### config.mk
export PLATFORM = sky130hd
export DESIGN_NAME = regReadTop
export DESIGN_NICKNAME = d
export VERILOG_FILES = /design/src/coreTypes.sv /design/src/csrFile.sv /design/src/regFile.sv /design/src/regReadStage.sv /design/src/regReadTop.sv
export VERILOG_INCLUDE_DIRS = /design/src /design/src/src
export SDC_FILE = /design/constraint.sdc
export NUM_CORES = 2
export LEC_CHECK = 0
export BUFFER_PORTS_ARGS = -buffer_cell sky130_fd_sc_hd__buf_2
export CORE_AREA = 2 2 478 480
export CTS_CLUSTER_DIAMETER = 40
export DETAILED_ROUTE_END_ITERATION = 8
export DIE_AREA = 0 0 480 482
export GPL_TIMING_DRIVEN = 0
export PLACE_DENSITY_LB_ADDON = 0.25
export SETUP_SLACK_MARGIN = 0.05
export SLEW_MARGIN = 10
export SYNTH_ARGS = -nofsm -noshare
export SYNTH_HDL_FRONTEND = slang
export SYNTH_SLANG_ARGS = --single-unit
export TNS_END_PERCENT = 50
### constraint.sdc
create_clock -name clk -period 2.52 [get_ports clk]
set_input_delay 0.504 -clock clk [delete_from_list [all_inputs] [get_ports clk]]
set_output_delay 0.504 -clock clk [all_outputs]
set_load 0.02 [all_outputs]
### src/core_defines.svh
// widths and CSR map for an RV32 core, machine mode only, single hart (mhartid is zero)
`ifndef CORE_DEFINES_SVH
`define CORE_DEFINES_SVH

// data path width, RV32 only
`define XLEN 32

// number of general registers, x0 included
`define REG_COUNT 32

// CSR address space of the Zicsr encoding
`define CSR_ADDR_WIDTH 12

// implemented machine CSRs
`define CSR_MSCRATCH 12'h340
`define CSR_MTVEC 12'h305
`define CSR_MEPC 12'h341
`define CSR_MCAUSE 12'h342
`define CSR_MHARTID 12'hF14

`endif

### src/coreTypes.sv
// shared core types, widths follow core_defines.svh and the enum codes follow the RV32 privileged spec
`include "core_defines.svh"

package coreTypes;

    // one data word, also used for pc and raw instruction bits
    typedef logic [`XLEN-1:0] word_t;

    // general register index, 5 bits for 32 registers
    typedef logic [$clog2(`REG_COUNT)-1:0] regAddr_t;

    // CSR address as encoded in the instruction
    typedef logic [`CSR_ADDR_WIDTH-1:0] csrAddr_t;

    // the subset of synchronous exception codes that the front end can raise
    typedef enum logic [3:0] {
        InsnMisaligned = 4'd0,
        IllegalInsn = 4'd2,
        Breakpoint = 4'd3,
        Ecall = 4'd11
    } excCode_t;

    // operation class from decode, carried through to execute untouched
    typedef enum logic [2:0] {
        OpAlu = 3'd0,
        OpLoad = 3'd1,
        OpStore = 3'd2,
        OpBranch = 3'd3,
        OpCsr = 3'd4,
        OpSystem = 3'd5
    } opKind_t;

endpackage

### src/csrFile.sv
// machine-mode CSRs without side effects, no privilege checks and no read-only-address write trap
`include "core_defines.svh"

module csrFile (
    input logic clk,
    input logic rst,

    input coreTypes::csrAddr_t readAddr,
    input logic readEnable,
    output coreTypes::word_t readValue,
    output logic readIllegal,

    input logic writeEnable,
    input coreTypes::csrAddr_t writeAddr,
    input coreTypes::word_t writeData
);

    coreTypes::word_t mscratch;
    coreTypes::word_t mtvec;
    coreTypes::word_t mepc;
    coreTypes::word_t mcause;

    logic readKnown;
    coreTypes::word_t decodedValue;

    // address decode against the implemented set
    always_comb begin
        readKnown = 1'b1;
        decodedValue = '0;
        case (readAddr)
            `CSR_MSCRATCH: decodedValue = mscratch;
            `CSR_MTVEC: decodedValue = mtvec;
            `CSR_MEPC: decodedValue = mepc;
            `CSR_MCAUSE: decodedValue = mcause;
            `CSR_MHARTID: decodedValue = '0; // single hart, id zero
            default: readKnown = 1'b0;
        endcase
    end

    // a disabled read never flags, whatever the address holds
    always_comb begin
        readIllegal = readEnable && !readKnown;
        readValue = (readEnable && readKnown) ? decodedValue : '0;
    end

    always_ff @(posedge clk) begin
        if (rst) begin
            mscratch <= '0;
            mtvec <= '0;
            mepc <= '0;
            mcause <= '0;
        end
        else if (writeEnable) begin
            case (writeAddr)
                `CSR_MSCRATCH: mscratch <= writeData;
                `CSR_MTVEC: mtvec <= writeData;
                `CSR_MEPC: mepc <= writeData;
                `CSR_MCAUSE: mcause <= writeData;
                default: ; // mhartid and unknown addresses keep nothing
            endcase
        end
    end

endmodule

### src/regFile.sv
// general register file, two asynchronous reads and one write, reads see the old value during a write
`include "core_defines.svh"

module regFile (
    input logic clk,
    input logic rst,

    input coreTypes::regAddr_t readAddr1,
    input coreTypes::regAddr_t readAddr2,
    output coreTypes::word_t readValue1,
    output coreTypes::word_t readValue2,

    input logic writeEnable,
    input coreTypes::regAddr_t writeAddr,
    input coreTypes::word_t writeData
);

    coreTypes::word_t regs [`REG_COUNT];

    // x0 is hardwired, so its entry is never consulted
    always_comb begin
        readValue1 = (readAddr1 == '0) ? '0 : regs[readAddr1];
        readValue2 = (readAddr2 == '0) ? '0 : regs[readAddr2];
    end

    always_ff @(posedge clk) begin
        if (rst) begin
            for (int i = 0; i < `REG_COUNT; i++) begin
                regs[i] <= '0; // whole array starts from zero
            end
        end
        else if (writeEnable && writeAddr != '0) begin
            regs[writeAddr] <= writeData; // writes to x0 are dropped
        end
    end

endmodule

### src/regReadStage.sv
// one cycle of latency and the sender must hold the inputs while stall is high
module regReadStage (
    input logic clk,
    input logic rst,
    input logic stall,
    input logic flush,

    // decode side
    input logic inValid,
    input coreTypes::opKind_t inOp,
    input logic inCsrReadEnable,
    input coreTypes::word_t inPc,
    input coreTypes::word_t inInsn,
    input coreTypes::csrAddr_t inCsrAddr,
    input coreTypes::regAddr_t inSrcRegAddr1,
    input coreTypes::regAddr_t inSrcRegAddr2,
    input coreTypes::regAddr_t inDstRegAddr,
    input logic inTrapValid,
    input coreTypes::excCode_t inTrapCause,
    input coreTypes::word_t inTrapValue,

    // register file and CSR file read ports
    output coreTypes::regAddr_t regReadAddr1,
    output coreTypes::regAddr_t regReadAddr2,
    input coreTypes::word_t regReadValue1,
    input coreTypes::word_t regReadValue2,
    output coreTypes::csrAddr_t csrReadAddr,
    output logic csrReadEnable,
    input coreTypes::word_t csrReadValue,
    input logic csrReadIllegal,

    // execute side
    output logic outValid,
    output coreTypes::opKind_t outOp,
    output coreTypes::word_t outPc,
    output coreTypes::word_t outInsn,
    output coreTypes::csrAddr_t outCsrAddr,
    output coreTypes::word_t outSrcCsrValue,
    output coreTypes::regAddr_t outSrcRegAddr1,
    output coreTypes::regAddr_t outSrcRegAddr2,
    output coreTypes::regAddr_t outDstRegAddr,
    output coreTypes::word_t outSrcRegValue1,
    output coreTypes::word_t outSrcRegValue2,
    output logic outTrapValid,
    output coreTypes::excCode_t outTrapCause,
    output coreTypes::word_t outTrapValue
);

    logic nextTrapValid;
    coreTypes::excCode_t nextTrapCause;
    coreTypes::word_t nextTrapValue;

    always_comb begin
        regReadAddr1 = inSrcRegAddr1;
        regReadAddr2 = inSrcRegAddr2;
        csrReadAddr = inCsrAddr;
        csrReadEnable = inCsrReadEnable;
    end

    // an earlier trap wins over the CSR illegality found here
    always_comb begin
        if (inTrapValid) begin
            nextTrapValid = 1'b1;
            nextTrapCause = inTrapCause;
            nextTrapValue = inTrapValue;
        end
        else if (csrReadIllegal) begin
            nextTrapValid = 1'b1;
            nextTrapCause = coreTypes::IllegalInsn;
            nextTrapValue = inInsn; // mtval gets the faulting instruction bits
        end
        else begin
            nextTrapValid = 1'b0;
            nextTrapCause = coreTypes::excCode_t'(4'd0); // no trap leaves the fields zero
            nextTrapValue = '0;
        end
    end

    always_ff @(posedge clk) begin
        if (rst || flush) begin // flush outranks stall
            outValid <= 1'b0;
            outOp <= coreTypes::opKind_t'(3'd0);
            outPc <= '0;
            outInsn <= '0;
            outCsrAddr <= '0;
            outSrcCsrValue <= '0;
            outSrcRegAddr1 <= '0;
            outSrcRegAddr2 <= '0;
            outDstRegAddr <= '0;
            outSrcRegValue1 <= '0;
            outSrcRegValue2 <= '0;
            outTrapValid <= 1'b0;
            outTrapCause <= coreTypes::excCode_t'(4'd0);
            outTrapValue <= '0;
        end
        else if (!stall) begin // under stall every field keeps its value
            outValid <= inValid;
            outOp <= inOp;
            outPc <= inPc;
            outInsn <= inInsn;
            outCsrAddr <= inCsrAddr;
            outSrcCsrValue <= csrReadValue;
            outSrcRegAddr1 <= inSrcRegAddr1;
            outSrcRegAddr2 <= inSrcRegAddr2;
            outDstRegAddr <= inDstRegAddr;
            outSrcRegValue1 <= regReadValue1;
            outSrcRegValue2 <= regReadValue2;
            outTrapValid <= nextTrapValid;
            outTrapCause <= nextTrapCause;
            outTrapValue <= nextTrapValue;
        end
    end

endmodule

### src/regReadTop.sv
// register-read subsystem, stall and flush come from an outside controller and writeback owns the write ports
module regReadTop (
    input logic clk,
    input logic rst,
    input logic stall,
    input logic flush,

    input logic inValid,
    input coreTypes::opKind_t inOp,
    input logic inCsrReadEnable,
    input coreTypes::word_t inPc,
    input coreTypes::word_t inInsn,
    input coreTypes::csrAddr_t inCsrAddr,
    input coreTypes::regAddr_t inSrcRegAddr1,
    input coreTypes::regAddr_t inSrcRegAddr2,
    input coreTypes::regAddr_t inDstRegAddr,
    input logic inTrapValid,
    input coreTypes::excCode_t inTrapCause,
    input coreTypes::word_t inTrapValue,

    // writeback side
    input logic regWriteEnable,
    input coreTypes::regAddr_t regWriteAddr,
    input coreTypes::word_t regWriteData,
    input logic csrWriteEnable,
    input coreTypes::csrAddr_t csrWriteAddr,
    input coreTypes::word_t csrWriteData,

    output logic outValid,
    output coreTypes::opKind_t outOp,
    output coreTypes::word_t outPc,
    output coreTypes::word_t outInsn,
    output coreTypes::csrAddr_t outCsrAddr,
    output coreTypes::word_t outSrcCsrValue,
    output coreTypes::regAddr_t outSrcRegAddr1,
    output coreTypes::regAddr_t outSrcRegAddr2,
    output coreTypes::regAddr_t outDstRegAddr,
    output coreTypes::word_t outSrcRegValue1,
    output coreTypes::word_t outSrcRegValue2,
    output logic outTrapValid,
    output coreTypes::excCode_t outTrapCause,
    output coreTypes::word_t outTrapValue
);

    coreTypes::regAddr_t regReadAddr1, regReadAddr2;
    coreTypes::word_t regReadValue1, regReadValue2;
    coreTypes::csrAddr_t csrReadAddr;
    logic csrReadEnable, csrReadIllegal;
    coreTypes::word_t csrReadValue;

    regReadStage regReadStage_i (.*); // port names match the nets one to one

    regFile regFile_i (
        .clk, .rst,
        .readAddr1(regReadAddr1), .readAddr2(regReadAddr2),
        .readValue1(regReadValue1), .readValue2(regReadValue2),
        .writeEnable(regWriteEnable), .writeAddr(regWriteAddr), .writeData(regWriteData)
    );

    csrFile csrFile_i (
        .clk, .rst,
        .readAddr(csrReadAddr), .readEnable(csrReadEnable),
        .readValue(csrReadValue), .readIllegal(csrReadIllegal),
        .writeEnable(csrWriteEnable), .writeAddr(csrWriteAddr), .writeData(csrWriteData)
    );

endmodule
==> flow_summary.toml <==
[outcome]
status = "finished, violations left"
failed_checks = "negative setup slack"

[yosys]
synth.distinct_cells = 59
yosys_warnings = 0
synth_edf_count = 1024
synth_cells = 5040
seq_area_frac_synth = 0.560
synth_area_sq_mm = 0.0676
dominantRegCellSynth = "edfxtp_1"
ys_async_sr_fraction = 0
syn_avg_cell_area_sq_um = 13.4
ys_seq_elements = 1380

[finish]
seqCellArea_sq_mm = 0.0379
layout.core_utilization = 0.367
design_area_sq_mm = 0.0830
multi_input_area_sq_mm = 0.0279
syn2layout_area_growth_pct = 22.9
nets = 6111
drive_gt1_frac = 0.243
nFillCells = 22000

[setup_path]
cp_max_fo = 16
endpoint_kind = "flop"
cp_cell_sequence = "buf_2 > nor2b_1 > nand3_1 > nor2_2 > or2_2"
worst-path-buf-inv = 1
start_kind = "input port"
critPathTopFamily = "simple AND/OR/NAND/NOR gates"
cpPeakStageDelay_ps = 670
cp_slowest_cell = "nor2_2"
cp_data_required_time_ps = 3000
criticalPathCategory = "input port to flop"
worstPathArrival_ps = 3120

[sta]
relSlewSlack = 0.103
final-setup-viol-count = 158
finalWorstSetupSlack_ps = -120
rsz0062_at_grt = "yes"
finClkSkew_ps = 57.4
min_period_over_period = 1.05
holdWs_ps = 55.4
fmax_ghz = 0.379
worst_slew_pin_slew_ps = 1330
hold_violations = 0
setup-tns-final_ps = -7690
period_needed_ps = 2640
slew_violations = 0

[route]
wl_per_cell_um = 31.5
drt_iter0_markers = 5727
wl_mm = 286
avgViaCountPerCell = 5.41
first_pass_iters = 7
drc = 0
via_count = 49200
postRouteAntennaNets = 0

[power]
peakVddDrop_mv = 0.659
power_density_mw_per_mm2 = 750
p_leak_nw = 30.6

[global_route]
grt_pass1_wl_mm = 387
grt_overflow = 0
grtUsageTotal = 0.240
grt_max_degree = 33
first_global_vias = 48700
antenna_found_initial = 26

[floorplan]
rows = 175
die_h_um = 482
die-width_um = 480
initial_core_util = 0.299
die-area_sq_mm = 0.231
ioPinCount = 448
core_area_sq_mm = 0.226

[clock_tree]
cts_num_sinks = 1380
numCtsBuffers = 202
cts_tree = "built"
cts_max_level = 4
clock_latency_ps = 870
cts_root_buf = "clkbuf_16"
cts.path.max_buffers = 3
clk_pin_slew_ps = 60

[place]
dpl.hpwl_mm = 211
placed_cell_area_sq_mm = 0.0739
gp_congestion = 0.984
numPortBuffers = 442

[flow_run]
cap_violations = 0

[min_path]
hp-class = "input port to flop"
-- final timing paths --
check	start	end	slack [ps]	cells past startpoint
worst max-delay path	rst	regFile_i.regs[3][3]	-120	5
worst min-delay path	inCsrAddr[0]	regReadStage_i.outCsrAddr[0]	60	3
worst max register to register	regFile_i.regs[8][24]	regReadStage_i.outSrcRegValue2[24]	290	5
worst min register to register	regReadStage_i.outSrcCsrValue[15]	regReadStage_i.outSrcCsrValue[15]	450	2
-- timing repair --
action / CTS / global route
hold buffers: 152 / 0
cloned: 9 / 0
setup buffers: 0 / 5
resized for setup: 68 / 42
setup endpoints to repair: 1112 / 594
pin swaps: 0 / 3
endpoints found under the hold margin: 247 / 0
-- worst min-delay path, delay by kind of cell --
kind                   cells  cell delay (ps)
buffers and inverters      1              190
muxes                      1               90
and+or+nand+nor            1               70
-- cell usage in the layout, fill, tap and decap left out, types with 12 or more instances in the layout --
| master | synthesis | layout |
|---|---|---|
| edfxtp_1 | 1024 | 1024 |
| and2_1 | 995 | 995 |
| buf_2 | 123 | 556 |
| mux2i_1 | 482 | 475 |
| mux4_2 | 384 | 384 |
| dfxtp_1 | 356 | 356 |
| clkbuf_1 | 328 | 322 |
| nand2_1 | 262 | 261 |
| a22oi_1 | 256 | 254 |
| clkbuf_16 | 0 | 206 |
| a21oi_1 | 169 | 169 |
| dlygate4sd3_1 | 0 | 152 |
| nor2_1 | 166 | 139 |
| a211o_1 | 64 | 64 |
| buf_4 | 32 | 42 |
| nor2b_1 | 35 | 35 |
| a22o_1 | 33 | 33 |
| o21ai_0 | 33 | 33 |
| o211ai_1 | 32 | 32 |
| o21ai_1 | 32 | 32 |
| o2111ai_1 | 32 | 32 |
| conb_1 | 1 | 32 |
| o22a_1 | 31 | 31 |
| o2bb2ai_1 | 31 | 31 |
| or2_4 | 0 | 29 |
| clkinv_2 | 0 | 28 |
| a211oi_1 | 27 | 27 |
| clkinvlp_4 | 0 | 25 |
| inv_6 | 0 | 23 |
| bufinv_16 | 0 | 23 |
| nor2_2 | 0 | 22 |
| diode_2 | 0 | 20 |
| clkinv_4 | 0 | 18 |
| clkbuf_2 | 1 | 15 |
| buf_1 | 14 | 14 |
| clkbuf_8 | 0 | 12 |
-- layout make-up --
class,count,area share
buffer,505,0.0275
tap,3009,0.0453
timing repair buffer,608,0.0477
inverter,4,0.000181
sequential,1380,0.456
antenna,20,0.000603
clock buffer,229,0.0646
multi-input combinational,3190,0.336
clock inverter,151,0.0223
-- registers in the layout, summed over array words and instances (netlist names) --
register	count
regFile_i.regs	1024
csrFile_i.mcause	32
csrFile_i.mepc	32
csrFile_i.mscratch	32
csrFile_i.mtvec	32
regReadStage_i.outInsn	32
regReadStage_i.outPc	32
regReadStage_i.outSrcCsrValue	32
regReadStage_i.outSrcRegValue1	32
regReadStage_i.outSrcRegValue2	32
regReadStage_i.outTrapValue	32
regReadStage_i.outCsrAddr	12
regReadStage_i.outDstRegAddr	5
regReadStage_i.outSrcRegAddr1	5
regReadStage_i.outSrcRegAddr2	5
regReadStage_i.outTrapCause	4
regReadStage_i.outOp	3
regReadStage_i.outTrapValid	1
regReadStage_i.outValid	1
-- cells in the mapped netlist, drive strengths merged, types with 27 or more instances --
| cell type | number | area share |
|---|---|---|
| a211o | 64 | 0.0083 |
| a211oi | 27 | 0.0030 |
| a21oi | 169 | 0.013 |
| a22o | 33 | 0.0043 |
| a22oi | 256 | 0.028 |
| and2 | 995 | 0.092 |
| buf | 177 | 0.015 |
| clkbuf | 329 | 0.018 |
| dfxtp | 356 | 0.11 |
| edfxtp | 1024 | 0.45 |
| mux2i | 482 | 0.071 |
| mux4 | 384 | 0.13 |
| nand2 | 262 | 0.015 |
| nor2 | 167 | 0.0094 |
| nor2b | 35 | 0.0032 |
| o2111ai | 32 | 0.0041 |
| o211ai | 32 | 0.0036 |
| o21ai | 65 | 0.0048 |
| o22a | 31 | 0.0040 |
| o2bb2ai | 31 | 0.0040 |
| or2 | 33 | 0.0031 |
-- stage by stage --
step	setup WS, ps	instances	power, mW
after floorplan	-4.29	5071	29.5
after global placement	-2080	8522	32.2
after detailed placement	-1660	8531	32.4
after CTS	-196	9071	62.4
after global routing	-29.4	9081	63.7
final	-120	9096	62.3
-- layer usage --
layer	track usage	wire (um)	vias to the layer above
li1	-	-	20700
met1	0.301	112000	25200
met2	0.380	130000	2630
met3	0.0462	22700	652
met4	0.157	21400	10
met5	0	66	-
-- logic make-up after synthesis --
group	after synthesis	share of synthesized area
flip-flops	1380	0.560
buffers and inverters	510	0.0333
multiplexers	866	0.199
other	1	0.0000555
AO/OA/AOI/OAI	749	0.0784
AND/OR/NAND/NOR	1534	0.129
-- report_power, final --
group / switching, mW / internal (mW) / total, mW
Sequential: 0.641 / 25.5 / 26.1
Clock: 12.0 / 18.0 / 30.0
Combinational: 3.88 / 2.26 / 6.14
Total: 16.5 / 45.7 / 62.3
No activity file was read; power rests on OpenSTA's default activity.
